**src/cluster_pkg.sv**
```systemverilog
`default_nettype none

package cluster_pkg;

    // Cluster sizing
    localparam int NUM_CORES     = 2;
    localparam int CORE_ID_WIDTH = 1;

    // Datapath widths
    localparam int ADDR_WIDTH    = 16;
    localparam int DATA_WIDTH    = 32;
    localparam int COUNT_WIDTH   = 8;

    // Core sequencer states
    localparam int STATE_WIDTH = 3;
    localparam logic [STATE_WIDTH-1:0] ST_IDLE      = 3'd0;
    localparam logic [STATE_WIDTH-1:0] ST_READ      = 3'd1;
    localparam logic [STATE_WIDTH-1:0] ST_WAIT_READ = 3'd2;
    localparam logic [STATE_WIDTH-1:0] ST_MUL       = 3'd3;
    localparam logic [STATE_WIDTH-1:0] ST_WAIT_MUL  = 3'd4;
    localparam logic [STATE_WIDTH-1:0] ST_WRITE     = 3'd5;

endpackage

`default_nettype wire

```
**src/dcr_pkg.sv**
```systemverilog
`default_nettype none

package dcr_pkg;

    localparam int DCR_ADDR_WIDTH = 12;
    localparam int DCR_DATA_WIDTH = 32;

    // Launch configuration register map
    localparam logic [DCR_ADDR_WIDTH-1:0] DCR_SRC_BASE = 12'h001;
    localparam logic [DCR_ADDR_WIDTH-1:0] DCR_DST_BASE = 12'h002;
    localparam logic [DCR_ADDR_WIDTH-1:0] DCR_COUNT    = 12'h003;
    localparam logic [DCR_ADDR_WIDTH-1:0] DCR_SCALE    = 12'h004;
    localparam logic [DCR_ADDR_WIDTH-1:0] DCR_BIAS     = 12'h005;

endpackage

`default_nettype wire

```
**src/cluster.sv**
```systemverilog
`timescale 1ns/100ps
`default_nettype none

module cluster (
    input  wire                                  clk,
    input  wire                                  reset,

    // Device configuration
    input  wire                                  dcr_wr_valid,
    input  wire  [dcr_pkg::DCR_ADDR_WIDTH-1:0]   dcr_wr_addr,
    input  wire  [dcr_pkg::DCR_DATA_WIDTH-1:0]   dcr_wr_data,
    input  wire                                  start,

    // Memory
    output logic                                 mem_req_valid,
    output logic                                 mem_req_rw,
    output logic [cluster_pkg::ADDR_WIDTH-1:0]   mem_req_addr,
    output logic [cluster_pkg::DATA_WIDTH-1:0]   mem_req_data,
    output logic [cluster_pkg::CORE_ID_WIDTH-1:0] mem_req_tag,
    input  wire                                  mem_req_ready,
    input  wire                                  mem_rsp_valid,
    input  wire  [cluster_pkg::DATA_WIDTH-1:0]   mem_rsp_data,
    input  wire  [cluster_pkg::CORE_ID_WIDTH-1:0] mem_rsp_tag,

    // Status
    output logic                                 busy
);
    import cluster_pkg::*;

    logic [ADDR_WIDTH-1:0]  src_base;
    logic [ADDR_WIDTH-1:0]  dst_base;
    logic [COUNT_WIDTH-1:0] count;
    logic [DATA_WIDTH-1:0]  scale;
    logic [DATA_WIDTH-1:0]  bias;

    logic [NUM_CORES-1:0]                 core_mem_req_valid;
    logic [NUM_CORES-1:0]                 core_mem_req_rw;
    logic [NUM_CORES-1:0][ADDR_WIDTH-1:0] core_mem_req_addr;
    logic [NUM_CORES-1:0][DATA_WIDTH-1:0] core_mem_req_data;
    logic [NUM_CORES-1:0]                 core_mem_req_ready;
    logic [NUM_CORES-1:0]                 core_mem_rsp_valid;
    logic [DATA_WIDTH-1:0]                core_mem_rsp_data;

    logic [NUM_CORES-1:0]                 mul_req_valid;
    logic [NUM_CORES-1:0][DATA_WIDTH-1:0] mul_req_data;
    logic [NUM_CORES-1:0]                 mul_req_ready;
    logic [NUM_CORES-1:0]                 mul_rsp_valid;
    logic [DATA_WIDTH-1:0]                mul_rsp_data;

    logic [NUM_CORES-1:0]                 core_busy;

    dcr_base dcr_base_inst (
        .clk          (clk),
        .reset        (reset),
        .dcr_wr_valid (dcr_wr_valid),
        .dcr_wr_addr  (dcr_wr_addr),
        .dcr_wr_data  (dcr_wr_data),
        .src_base     (src_base),
        .dst_base     (dst_base),
        .count        (count),
        .scale        (scale),
        .bias         (bias)
    );

    for (genvar i = 0; i < NUM_CORES; ++i) begin : g_cores
        core #(
            .CORE_ID (i)
        ) core_inst (
            .clk           (clk),
            .reset         (reset),
            .start         (start),
            .src_base      (src_base),
            .dst_base      (dst_base),
            .count         (count),
            .mem_req_valid (core_mem_req_valid[i]),
            .mem_req_rw    (core_mem_req_rw[i]),
            .mem_req_addr  (core_mem_req_addr[i]),
            .mem_req_data  (core_mem_req_data[i]),
            .mem_req_ready (core_mem_req_ready[i]),
            .mem_rsp_valid (core_mem_rsp_valid[i]),
            .mem_rsp_data  (core_mem_rsp_data),
            .mul_req_valid (mul_req_valid[i]),
            .mul_req_data  (mul_req_data[i]),
            .mul_req_ready (mul_req_ready[i]),
            .mul_rsp_valid (mul_rsp_valid[i]),
            .mul_rsp_data  (mul_rsp_data),
            .busy          (core_busy[i])
        );
    end

    mul_unit mul_unit_inst (
        .clk           (clk),
        .reset         (reset),
        .mul_req_valid (mul_req_valid),
        .mul_req_data  (mul_req_data),
        .mul_req_ready (mul_req_ready),
        .scale         (scale),
        .bias          (bias),
        .mul_rsp_valid (mul_rsp_valid),
        .mul_rsp_data  (mul_rsp_data)
    );

    mem_arb mem_arb_inst (
        .clk                (clk),
        .reset              (reset),
        .core_mem_req_valid (core_mem_req_valid),
        .core_mem_req_rw    (core_mem_req_rw),
        .core_mem_req_addr  (core_mem_req_addr),
        .core_mem_req_data  (core_mem_req_data),
        .core_mem_req_ready (core_mem_req_ready),
        .core_mem_rsp_valid (core_mem_rsp_valid),
        .core_mem_rsp_data  (core_mem_rsp_data),
        .mem_req_valid      (mem_req_valid),
        .mem_req_rw         (mem_req_rw),
        .mem_req_addr       (mem_req_addr),
        .mem_req_data       (mem_req_data),
        .mem_req_tag        (mem_req_tag),
        .mem_req_ready      (mem_req_ready),
        .mem_rsp_valid      (mem_rsp_valid),
        .mem_rsp_data       (mem_rsp_data),
        .mem_rsp_tag        (mem_rsp_tag)
    );

    assign busy = |core_busy;

endmodule

`default_nettype wire

```
**src/core.sv**
```systemverilog
`timescale 1ns/100ps
`default_nettype none

module core #(
    parameter int CORE_ID = 0
) (
    input  wire                                  clk,
    input  wire                                  reset,
    input  wire                                  start,

    // Launch configuration
    input  wire  [cluster_pkg::ADDR_WIDTH-1:0]   src_base,
    input  wire  [cluster_pkg::ADDR_WIDTH-1:0]   dst_base,
    input  wire  [cluster_pkg::COUNT_WIDTH-1:0]  count,

    // Memory
    output logic                                 mem_req_valid,
    output logic                                 mem_req_rw,
    output logic [cluster_pkg::ADDR_WIDTH-1:0]   mem_req_addr,
    output logic [cluster_pkg::DATA_WIDTH-1:0]   mem_req_data,
    input  wire                                  mem_req_ready,
    input  wire                                  mem_rsp_valid,
    input  wire  [cluster_pkg::DATA_WIDTH-1:0]   mem_rsp_data,

    // Shared multiply-add unit
    output logic                                 mul_req_valid,
    output logic [cluster_pkg::DATA_WIDTH-1:0]   mul_req_data,
    input  wire                                  mul_req_ready,
    input  wire                                  mul_rsp_valid,
    input  wire  [cluster_pkg::DATA_WIDTH-1:0]   mul_rsp_data,

    output logic                                 busy
);
    import cluster_pkg::*;

    logic [STATE_WIDTH-1:0] state;
    logic [COUNT_WIDTH-1:0] idx;
    logic [DATA_WIDTH-1:0]  word;
    logic [ADDR_WIDTH-1:0]  slice_off;
    logic [ADDR_WIDTH-1:0]  elem_off;
    logic                   last_elem;

    // Each core owns count consecutive words in both arrays
    assign slice_off = ADDR_WIDTH'(CORE_ID) * ADDR_WIDTH'(count);
    assign elem_off  = slice_off + ADDR_WIDTH'(idx);
    assign last_elem = (idx == count - COUNT_WIDTH'(1));

    always_ff @(posedge clk) begin
        if (reset) begin
            state <= ST_IDLE;
            idx   <= '0;
        end else begin
            case (state)
                ST_IDLE: begin
                    if (start && (count != '0)) begin
                        state <= ST_READ;
                        idx   <= '0;
                    end
                end
                ST_READ: begin
                    if (mem_req_ready)
                        state <= ST_WAIT_READ;
                end
                ST_WAIT_READ: begin
                    if (mem_rsp_valid)
                        state <= ST_MUL;
                end
                ST_MUL: begin
                    if (mul_req_ready)
                        state <= ST_WAIT_MUL;
                end
                ST_WAIT_MUL: begin
                    if (mul_rsp_valid)
                        state <= ST_WRITE;
                end
                ST_WRITE: begin
                    if (mem_req_ready) begin
                        if (last_elem) begin
                            state <= ST_IDLE;
                        end else begin
                            state <= ST_READ;
                            idx   <= idx + COUNT_WIDTH'(1);
                        end
                    end
                end
                default: state <= ST_IDLE;
            endcase
        end
    end

    // One word register carries the operand, then the result
    always_ff @(posedge clk) begin
        if (state == ST_WAIT_READ && mem_rsp_valid)
            word <= mem_rsp_data;
        else if (state == ST_WAIT_MUL && mul_rsp_valid)
            word <= mul_rsp_data;
    end

    assign mem_req_valid = (state == ST_READ) || (state == ST_WRITE);
    assign mem_req_rw    = (state == ST_WRITE);
    assign mem_req_addr  = ((state == ST_WRITE) ? dst_base : src_base) + elem_off;
    assign mem_req_data  = word;

    assign mul_req_valid = (state == ST_MUL);
    assign mul_req_data  = word;

    assign busy = (state != ST_IDLE);

endmodule

`default_nettype wire

```
**src/dcr_base.sv**
```systemverilog
`timescale 1ns/100ps
`default_nettype none

module dcr_base (
    input  wire                                  clk,
    input  wire                                  reset,

    input  wire                                  dcr_wr_valid,
    input  wire  [dcr_pkg::DCR_ADDR_WIDTH-1:0]   dcr_wr_addr,
    input  wire  [dcr_pkg::DCR_DATA_WIDTH-1:0]   dcr_wr_data,

    output logic [cluster_pkg::ADDR_WIDTH-1:0]   src_base,
    output logic [cluster_pkg::ADDR_WIDTH-1:0]   dst_base,
    output logic [cluster_pkg::COUNT_WIDTH-1:0]  count,
    output logic [cluster_pkg::DATA_WIDTH-1:0]   scale,
    output logic [cluster_pkg::DATA_WIDTH-1:0]   bias
);
    import cluster_pkg::*;
    import dcr_pkg::*;

    always_ff @(posedge clk) begin
        if (reset) begin
            src_base <= '0;
            dst_base <= '0;
            count    <= '0;
            scale    <= '0;
            bias     <= '0;
        end else if (dcr_wr_valid) begin
            // Unmapped addresses fall through untouched
            case (dcr_wr_addr)
                DCR_SRC_BASE: src_base <= dcr_wr_data[ADDR_WIDTH-1:0];
                DCR_DST_BASE: dst_base <= dcr_wr_data[ADDR_WIDTH-1:0];
                DCR_COUNT:    count    <= dcr_wr_data[COUNT_WIDTH-1:0];
                DCR_SCALE:    scale    <= dcr_wr_data[DATA_WIDTH-1:0];
                DCR_BIAS:     bias     <= dcr_wr_data[DATA_WIDTH-1:0];
                default: begin
                end
            endcase
        end
    end

endmodule

`default_nettype wire

```
**src/mem_arb.sv**
```systemverilog
`timescale 1ns/100ps
`default_nettype none

module mem_arb (
    input  wire                                                       clk,
    input  wire                                                       reset,

    // Per-core request side
    input  wire  [cluster_pkg::NUM_CORES-1:0]                         core_mem_req_valid,
    input  wire  [cluster_pkg::NUM_CORES-1:0]                         core_mem_req_rw,
    input  wire  [cluster_pkg::NUM_CORES-1:0][cluster_pkg::ADDR_WIDTH-1:0] core_mem_req_addr,
    input  wire  [cluster_pkg::NUM_CORES-1:0][cluster_pkg::DATA_WIDTH-1:0] core_mem_req_data,
    output logic [cluster_pkg::NUM_CORES-1:0]                         core_mem_req_ready,
    output logic [cluster_pkg::NUM_CORES-1:0]                         core_mem_rsp_valid,
    output logic [cluster_pkg::DATA_WIDTH-1:0]                        core_mem_rsp_data,

    // External port
    output logic                                                      mem_req_valid,
    output logic                                                      mem_req_rw,
    output logic [cluster_pkg::ADDR_WIDTH-1:0]                        mem_req_addr,
    output logic [cluster_pkg::DATA_WIDTH-1:0]                        mem_req_data,
    output logic [cluster_pkg::CORE_ID_WIDTH-1:0]                     mem_req_tag,
    input  wire                                                       mem_req_ready,
    input  wire                                                       mem_rsp_valid,
    input  wire  [cluster_pkg::DATA_WIDTH-1:0]                        mem_rsp_data,
    input  wire  [cluster_pkg::CORE_ID_WIDTH-1:0]                     mem_rsp_tag
);
    import cluster_pkg::*;

    logic [CORE_ID_WIDTH-1:0] grant_index;
    logic                     grant_valid;

    rr_arbiter #(
        .NUM_REQS (NUM_CORES)
    ) req_arb (
        .clk         (clk),
        .reset       (reset),
        .requests    (core_mem_req_valid),
        .accept      (mem_req_ready),
        .grant_index (grant_index),
        .grant_valid (grant_valid)
    );

    assign mem_req_valid = grant_valid;
    assign mem_req_rw    = core_mem_req_rw[grant_index];
    assign mem_req_addr  = core_mem_req_addr[grant_index];
    assign mem_req_data  = core_mem_req_data[grant_index];
    assign mem_req_tag   = grant_index;

    // Ready back to the granted core, read data back by tag
    for (genvar i = 0; i < NUM_CORES; ++i) begin : g_route
        assign core_mem_req_ready[i] = mem_req_ready && grant_valid
                                     && (grant_index == CORE_ID_WIDTH'(i));
        assign core_mem_rsp_valid[i] = mem_rsp_valid && (mem_rsp_tag == CORE_ID_WIDTH'(i));
    end

    assign core_mem_rsp_data = mem_rsp_data;

endmodule

`default_nettype wire

```
**src/mul_unit.sv**
```systemverilog
`timescale 1ns/100ps
`default_nettype none

module mul_unit (
    input  wire                                                       clk,
    input  wire                                                       reset,

    input  wire  [cluster_pkg::NUM_CORES-1:0]                         mul_req_valid,
    input  wire  [cluster_pkg::NUM_CORES-1:0][cluster_pkg::DATA_WIDTH-1:0] mul_req_data,
    output logic [cluster_pkg::NUM_CORES-1:0]                         mul_req_ready,

    input  wire  [cluster_pkg::DATA_WIDTH-1:0]                        scale,
    input  wire  [cluster_pkg::DATA_WIDTH-1:0]                        bias,

    output logic [cluster_pkg::NUM_CORES-1:0]                         mul_rsp_valid,
    output logic [cluster_pkg::DATA_WIDTH-1:0]                        mul_rsp_data
);
    import cluster_pkg::*;

    logic [CORE_ID_WIDTH-1:0] grant_index;
    logic                     grant_valid;

    logic                     s1_valid;
    logic [CORE_ID_WIDTH-1:0] s1_tag;
    logic [DATA_WIDTH-1:0]    s1_prod;
    logic                     s2_valid;
    logic [CORE_ID_WIDTH-1:0] s2_tag;
    logic [DATA_WIDTH-1:0]    s2_result;

    // Pipeline never stalls, so every grant is taken at once
    rr_arbiter #(
        .NUM_REQS (NUM_CORES)
    ) req_arb (
        .clk         (clk),
        .reset       (reset),
        .requests    (mul_req_valid),
        .accept      (grant_valid),
        .grant_index (grant_index),
        .grant_valid (grant_valid)
    );

    for (genvar i = 0; i < NUM_CORES; ++i) begin : g_ports
        assign mul_req_ready[i] = grant_valid && (grant_index == CORE_ID_WIDTH'(i));
        assign mul_rsp_valid[i] = s2_valid && (s2_tag == CORE_ID_WIDTH'(i));
    end

    always_ff @(posedge clk) begin
        if (reset) begin
            s1_valid <= 1'b0;
            s2_valid <= 1'b0;
        end else begin
            s1_valid <= grant_valid;
            s2_valid <= s1_valid;
        end
    end

    // Low word of the product, then the bias
    always_ff @(posedge clk) begin
        s1_tag    <= grant_index;
        s1_prod   <= mul_req_data[grant_index] * scale;
        s2_tag    <= s1_tag;
        s2_result <= s1_prod + bias;
    end

    assign mul_rsp_data = s2_result;

endmodule

`default_nettype wire

```
**src/rr_arbiter.sv**
```systemverilog
`timescale 1ns/100ps
`default_nettype none

module rr_arbiter #(
    parameter int NUM_REQS = 2
) (
    input  wire                                           clk,
    input  wire                                           reset,
    input  wire  [NUM_REQS-1:0]                           requests,
    input  wire                                           accept,
    output logic [((NUM_REQS > 1) ? $clog2(NUM_REQS) : 1)-1:0] grant_index,
    output logic                                          grant_valid
);
    localparam int IDX_W = (NUM_REQS > 1) ? $clog2(NUM_REQS) : 1;

    logic [IDX_W-1:0] ptr;
    logic             hold;
    logic [IDX_W-1:0] hold_index;

    always_comb begin
        int cand;
        grant_valid = 1'b0;
        grant_index = ptr;
        cand = 0;
        if (hold) begin
            // A stalled grant stays put until it is taken
            grant_valid = requests[hold_index];
            grant_index = hold_index;
        end else begin
            for (int i = 0; i < NUM_REQS; i++) begin
                cand = (int'(ptr) + i) % NUM_REQS;
                if (!grant_valid && requests[cand]) begin
                    grant_valid = 1'b1;
                    grant_index = IDX_W'(cand);
                end
            end
        end
    end

    always_ff @(posedge clk) begin
        if (reset) begin
            ptr  <= '0;
            hold <= 1'b0;
        end else begin
            hold <= grant_valid && !accept;
            if (grant_valid && accept)
                ptr <= IDX_W'((int'(grant_index) + 1) % NUM_REQS);
        end
    end

    always_ff @(posedge clk) begin
        hold_index <= grant_index;
    end

endmodule

`default_nettype wire

```
**config.mk**
```make
export PLATFORM = sky130hd
export DESIGN_NAME = cluster
export DESIGN_NICKNAME = d
export VERILOG_FILES = /design/src/cluster_pkg.sv /design/src/dcr_pkg.sv /design/src/cluster.sv /design/src/core.sv /design/src/dcr_base.sv /design/src/mem_arb.sv /design/src/mul_unit.sv /design/src/rr_arbiter.sv
export SDC_FILE = /design/constraint.sdc
export NUM_CORES = 2
export LEC_CHECK = 0
export BUFFER_PORTS_ARGS = -buffer_cell sky130_fd_sc_hd__buf_2
export CORE_MARGIN = 2
export CORE_UTILIZATION = 65
export CTS_CLUSTER_DIAMETER = 50
export DETAILED_ROUTE_END_ITERATION = 8
export GPL_ROUTABILITY_DRIVEN = 0
export GPL_TIMING_DRIVEN = 0
export HOLD_SLACK_MARGIN = 0.08
export PLACE_DENSITY_LB_ADDON = 0.08
export SLEW_MARGIN = 15
export SYNTH_ARGS = -nofsm -noshare
export SYNTH_HDL_FRONTEND = slang
export SYNTH_SLANG_ARGS = --single-unit
```
**constraint.sdc**
```tcl
create_clock -name clk -period 14.3 [get_ports clk]
set_input_delay 0.715 -clock clk [delete_from_list [all_inputs] [get_ports clk]]
set_output_delay 0.715 -clock clk [all_outputs]
set_load 0.005 [all_outputs]
```
-- After elaboration in Yosys (flattened, before gate mapping)
Index checks and enable logic that the tools add are counted.
- logic and storage cells: 175
- input port bits: 83
- register bits after elaboration: 262
- output and inout bits: 52
- order comparisons: 7
- reduce and logical (&&, ||, !) cells: 41
- multiply operators: 1
- equality and inequality tests: 31
- bitwise operators: 6
- mux-type cells: 57
- add/sub/neg operators: 11
- operators by type and width (kind ; number):
    32-bit two-way mux ; 8
    16-bit two-way mux ; 4
    8-bit two-way mux ; 5
    3-bit one-hot mux with 6 select lines ; 2
    3-bit two-way mux ; 11
    32-bit adder ; 1
    32-bit by 32-bit multiplier with 32-bit output ; 1
    8-bit one-hot mux with 2 select lines ; 2
    1-bit two-way mux ; 25
    12-bit by 2-bit equality test with 1-bit output, second input constant ; 2
    12-bit by 3-bit equality test with 1-bit output, second input constant ; 2
    1-bit logical AND ; 17
    16-bit adder ; 1
    16-bit by 8-bit adder with 16-bit output ; 1
    8-bit by 1-bit adder with 8-bit output, second input constant ; 2
    8-bit equality test ; 2
    2-bit by 1-bit inequality test with 1-bit output, second input constant ; 7
    2-bit inequality test, second input constant ; 7
    12-bit by 1-bit equality test with 1-bit output, second input constant ; 1
    3-bit by 2-bit equality test with 1-bit output, second input constant ; 4
    3-bit equality test, second input constant ; 4
    6-bit AND reduction ; 2
    1-bit by 2-bit less-than comparator with 1-bit output, second input constant ; 5
    2-bit AND reduction ; 5
    15 further kinds ; 33

-- Logic depth before layout (Yosys ltp)
- depth in word-level cells: 14
- mapped depth: 34
- gate-level depth less buffers: 29

-- By module
From an unflattened synthesis, not the netlist that was laid out.
- cells, all modules: 3229
- area, all modules: 31267.5 um^2
- by module, submodules not included (module ; area each (um^2) ; sequential area each (um^2) ; instances ; cells each):
    mul_unit ; 19012.0 ; 1361.3 ; 1 ; 2057
    dcr_base ; 4281.6 ; 2082.0 ; 1 ; 381
    core at g_cores[1].core_inst ; 3314.4 ; 1181.1 ; 1 ; 326
    core at g_cores[0].core_inst ; 3246.9 ; 1181.1 ; 1 ; 339
    mem_arb ; 1106.1 ; 0.0 ; 1 ; 91
    rr_arbiter ; 150.1 ; 60.1 ; 2 ; 17
    cluster ; 6.3 ; 0.0 ; 1 ; 1

-- Least setup slack after synthesis
OpenSTA, ideal clock, no wires.
- path kind: register to register
- start: register g_cores[1].core_inst.state[2]
- end: register mul_unit_inst.s1_prod[30]
- buffers on the path: 5
- library setup time: 72 ps
- slack: 6319 ps
- data required time: 14228 ps
- data arrival time: 7908 ps
- cell stages (with the launch flop): 32
- period minus slack after synthesis: 7981 ps
- path through: dfxtp_1 -> buf_4 -> and3b_1 -> maj3_2 -> buf_4 -> buf_2 -> mux2_2 -> clkbuf_1 -> and2_1 -> fa_1 -> fa_1 -> fa_1 -> inv_1 -> fa_1 -> inv_1 -> fa_1 -> inv_1 -> fa_1 -> inv_1 -> fa_1 -> fa_1 -> ha_1 -> clkbuf_1 -> o21ai_0 -> a21oi_1 -> and3_1 -> a21o_1 -> a41o_1 -> a211oi_1 -> o21bai_1 -> a21oi_1 -> xnor2_1
- longest elaborated chain between the ends: 10
- elaborated cells between the ends (all ways): 13
- classes of those cells: mul: 1; eq/ne: 1; mux: 9; reduce/logical: 2
- ends and longest elaborated chain (item ; RTL line ; text):
    start: declaration ; core.sv:36 ; logic [STATE_WIDTH-1:0] state;
    start signal: assignment ; core.sv:50 ; state <= ST_IDLE;
    start signal: assignment ; core.sv:56 ; state <= ST_READ;
    start signal: assignment ; core.sv:62 ; state <= ST_WAIT_READ;
    3-bit by 2-bit equality test with 1-bit output (*) ; core.sv:104 ; assign mul_req_valid = (state == ST_MUL);
    1-bit two-way mux (implied by the code) (2 in a row) ; rr_arbiter.sv:32 ; if (!grant_valid && requests[cand]) begin
    1-bit two-way mux ; rr_arbiter.sv:32 ;
    1-bit logical NOT ; rr_arbiter.sv:32 ;
    1-bit logical AND (*) ; rr_arbiter.sv:32 ;
    1-bit two-way mux (*) ; rr_arbiter.sv:32 ;
    via mul_unit_inst.grant_index ; mul_unit.sv:20 ; logic [CORE_ID_WIDTH-1:0] grant_index;
    32-bit two-way mux (implied by the code) (*) (2 in a row) ; mul_unit.sv:60 ; s1_prod <= mul_req_data[grant_index] * scale;
    32-bit by 32-bit multiplier with 32-bit output (*) ; mul_unit.sv:60 ;
    end signal: assignment ; mul_unit.sv:60 ;
    end: declaration ; mul_unit.sv:25 ; logic [DATA_WIDTH-1:0] s1_prod;
The timed path passes the listed nets; every way through them passes the cells marked *. The select of a mux whose other input is x is not followed.
A chain may end at the register's enable or synchronous reset.

-- Worst setup path after layout
Ends and elaborated chain as after synthesis.

==> summary.md <==
| Metric | Value |
|---|---|
| Compound-gate portion of the synthesized area | 7.227% |
| Top cell type's share of synthesized area | 28.12% |
| H-Tree Depth | 1 |
| CP Launch Type | flip-flop |
| Final Hold Viols | 0 |
| Average size of a mapped cell | 9.355 µm² |
| Power per cell area | about 58 nW/µm² |
| Mux contribution to synthesized area | 7.155% |
| CP most frequent cell | fa_1 |
| Cell taking the most area after synthesis | fa_1 |
| Int Pwr | 1.308 mW |
| WHS | 0.3348 ns |
| Sw frac | 29.24% |
| Vias/cell | between 6 and 7 |
| Post-CTS setup buffers | 0 |
| Seq cells post-synth | between 200 and 300 |
| Fraction of layout cells with a size suffix above 1 | 10.33% |
| Initial DRC Count | approximately 2,100 |
| Clock network power share | 38.1% |
| Slew @ Worst Pin | ~1.2 ns |
| CP Capture Type | flip-flop |
| Total of max-cap violations | 0 |
| Combinational cell fraction of total power | 19.4% |
| Hold-fix buffers at CTS | 0 |
| Maximum vdd drop | about 0.094 mV |
| CTS Root Cell | clkbuf_16 |
| Slowest-stage cell, CP | clkbuf_1 |
| Synth Area in Simple Gates | between 15 and 20% |
| Inst Count DP | 3,863 |
| Hpwl dp | 73,450 µm |
| First-pass GRT wire length | about 140,000 µm |
| XOR/XNOR Fraction of Synth Area | between 5 and 6% |
| Syn Std Cell Area | 29,330 µm² |
| Seq/Total Area, Yosys | roughly a fifth |
| I/O Buffers | 134 |
| Critical path type | flip-flop to flip-flop |
| Largest family of logic cells by synthesized area | adder cells |
| DR WL/cell | ~24 µm |
| # DRC | 0 |
| Minimum clock period | ~10 ns |
| GRT Residual Overflow | 0 |
| Worst-Skew Late Latency | between 0.5 and 0.6 ns |
| Synth Area in Adders | 35.93% |
| FF+latch area | 5886 µm² |
| CTS tree | yes |
| Synthesized Nets | roughly 3,800 |
| All-Layer GR Usage | 40.66% |
| Routed vias | 23,715 |
| Number of synthesized flops with an enable pin | 64 |
| Nets | 3,976 |
| Largest net degree at the start of global routing | 22 |
| Post-route ant nets | 0 |
| Post-synth top cells | inv_1, fa_1, nand2_1 |
| Initial antenna violation count | 10 |
| Setup Viol. Count Final | 0 |
| Post-synth cell types | 69 |
| Area growth syn-to-layout | 8.059% |
| Worst hold path class | flip-flop to flip-flop |
| Worst EP arrival | 10.63 ns |
| Fin. max-slew vios | 0 |
| Status | complete, no violations |
| Final Cycle Share | 71.59% |
| Die extent in x | 216.4 µm |
| Vias in the first global route | 24,873 |
| Die Height | 216.4 µm |
| Fill count | 3,354 |
| CP Max Fanout | 10 |
| Final Skew | about 0.021 ns |
| Async SR Flop Fraction | 0% |
| Final WL | around 93,000 µm |
| Top Ports | 135 |
| Seq pwr share | 42.5% |
| RSZ-0062 raised after global routing | no |
| DRT Pass-1 Iters | 8 |
| Leak Pwr | 14.35 nW |
| Area of the multi-input gates | 21,270 µm² |
| Post_cts resized | 0 |
| Most used DFF post-synth | dfxtp_1 |
| Most common cell in the synthesized netlist | inv_1 |
| Crit path largest cell delay | slightly below 0.8 ns |
| CTS buffer count | 26 |
| Worst path required time | 14.70 ns |
| Final cell count without fillers | 3,913 |
| Starting Density | 66.03% |
| Post-Synthesis Cells | 3,135 |
| Sw Pwr | 0.5405 mW |
| Largest cells by area after synthesis | fa_1, dfxtp_1, ha_1 |
| Worst-path clk slew | 0.07 ns |
| Slew HR | 21.17% |
| Die Footprint | 46,830 µm² |
| Setup TNS | 0 ns |
| Core box area | 44,410 µm² |
| Clock buffer depth | 3 |
| Sink Count | 262 |
| Yosys warnings | 0 |
| Row cnt | between 70 and 80 |
| Fmax achieved | 97.68 MHz |
| R2R setup slack | 4.06 ns |
==> final timing paths <==
path / endpoint / start / depth (start not counted)
worst max-delay path: mul_unit_inst.s1_prod[30] / g_cores[1].core_inst.state[2] / 30
worst min-delay path: mul_unit_inst.s2_tag / mul_unit_inst.s1_tag / 0
worst max register to register: mul_unit_inst.s1_prod[30] / g_cores[1].core_inst.state[2] / 30
worst min register to register: mul_unit_inst.s2_tag / mul_unit_inst.s1_tag / 0
==> per-stage QoR <==
step / util, % / setup slack [ns] / cell area [µm²] / power (mW)
floorplan: - / 6.319 / 29330 / 0.9919
global placement: 69.21 / 4.448 / 30740 / 1.141
detailed placement: 69.35 / 4.400 / 30800 / 1.149
CTS: 71.33 / 4.323 / 31680 / 1.844
global route: 71.34 / 3.862 / 31690 / 1.894
finish: 71.35 / 4.063 / 31690 / 1.848
==> cell type report <==
cell class	count	share of cell area, %
multi-input cells	2293	67.13
inverters	432	5.117
well taps	592	2.337
clock inverters	10	0.3553
plain buffers	148	1.808
diodes	2	0.01579
flip-flops and latches	262	18.57
clock buffers	38	2.424
repair buffers	136	2.243
==> power by group through the flow <==
| stage | combinational (mW) | clock (mW) | sequential (mW) |
|---|---|---|---|
| final | 0.359 | 0.704 | 0.785 |
| after global routing | 0.376 | 0.732 | 0.787 |
| after CTS | 0.352 | 0.707 | 0.785 |
| after detailed placement | 0.348 | 0 | 0.801 |
| after global placement | 0.340 | 0 | 0.801 |
| after floorplan | 0.194 | 0 | 0.798 |
==> per-layer routing <==
metal	vias up	routed length (µm)	global-route usage [%]
met5	-	169	1.458
met4	12	7541	26.71
met3	422	10110	9.516
met2	1379	42030	65.42
met1	11640	33030	48.99
li1	10262	-	-
==> worst max-delay path: cells and delay by family, from the launching register on <==
kind	cells	cell delay (ns)
fa+ha+maj	10	4.26
buf+inv	8	2.56
compound gates	7	1.49
simple gates	3	0.70
xor+xnor	1	0.49
flops	1	0.30
mux	1	0.27
==> state kept, by name, indices dropped and copies added, names as in the netlist <==
name	flops
g_cores.core_inst.mem_req_data	64
dcr_base_inst.bias	32
dcr_base_inst.scale	32
mul_unit_inst.mul_rsp_data	32
mul_unit_inst.s1_prod	32
dcr_base_inst.dst_base	16
dcr_base_inst.src_base	16
g_cores.core_inst.idx	16
dcr_base_inst.count	8
g_cores.core_inst.state	6
mem_arb_inst.req_arb.hold	1
mem_arb_inst.req_arb.hold_index	1
mem_arb_inst.req_arb.ptr	1
mul_unit_inst.req_arb.ptr	1
mul_unit_inst.s1_tag	1
mul_unit_inst.s1_valid	1
mul_unit_inst.s2_tag	1
mul_unit_inst.s2_valid	1
==> layout by cell type (no fill, tap or decap), types with 8 or more instances in the layout <==
master	instances
o211ai_1	9
fa_1	412
xor2_1	47
dfxtp_1	198
nand3b_1	8
a21oi_1	167
clkbuf_16	27
a211oi_1	8
o21bai_1	21
ha_1	182
clkbuf_1	144
mux2_2	141
nor2_1	105
mux2i_1	48
inv_1	432
and3_1	9
nor3_1	19
o21ai_0	53
nand3_1	22
nand2_1	406
edfxtp_1	64
buf_2	136
nand2b_1	18
nand4_1	9
xnor2_1	118
and2_1	320
nor2b_1	25
a21o_1	36
o21a_1	10
==> cell families after synthesis <==
kind of cell    Yosys count
compound gates          351
xor+xnor                172
fa+ha+maj               595
buf+inv                 580
flops                   262
mux                     191
simple gates            984
No activity file was read; power rests on OpenSTA's default activity.
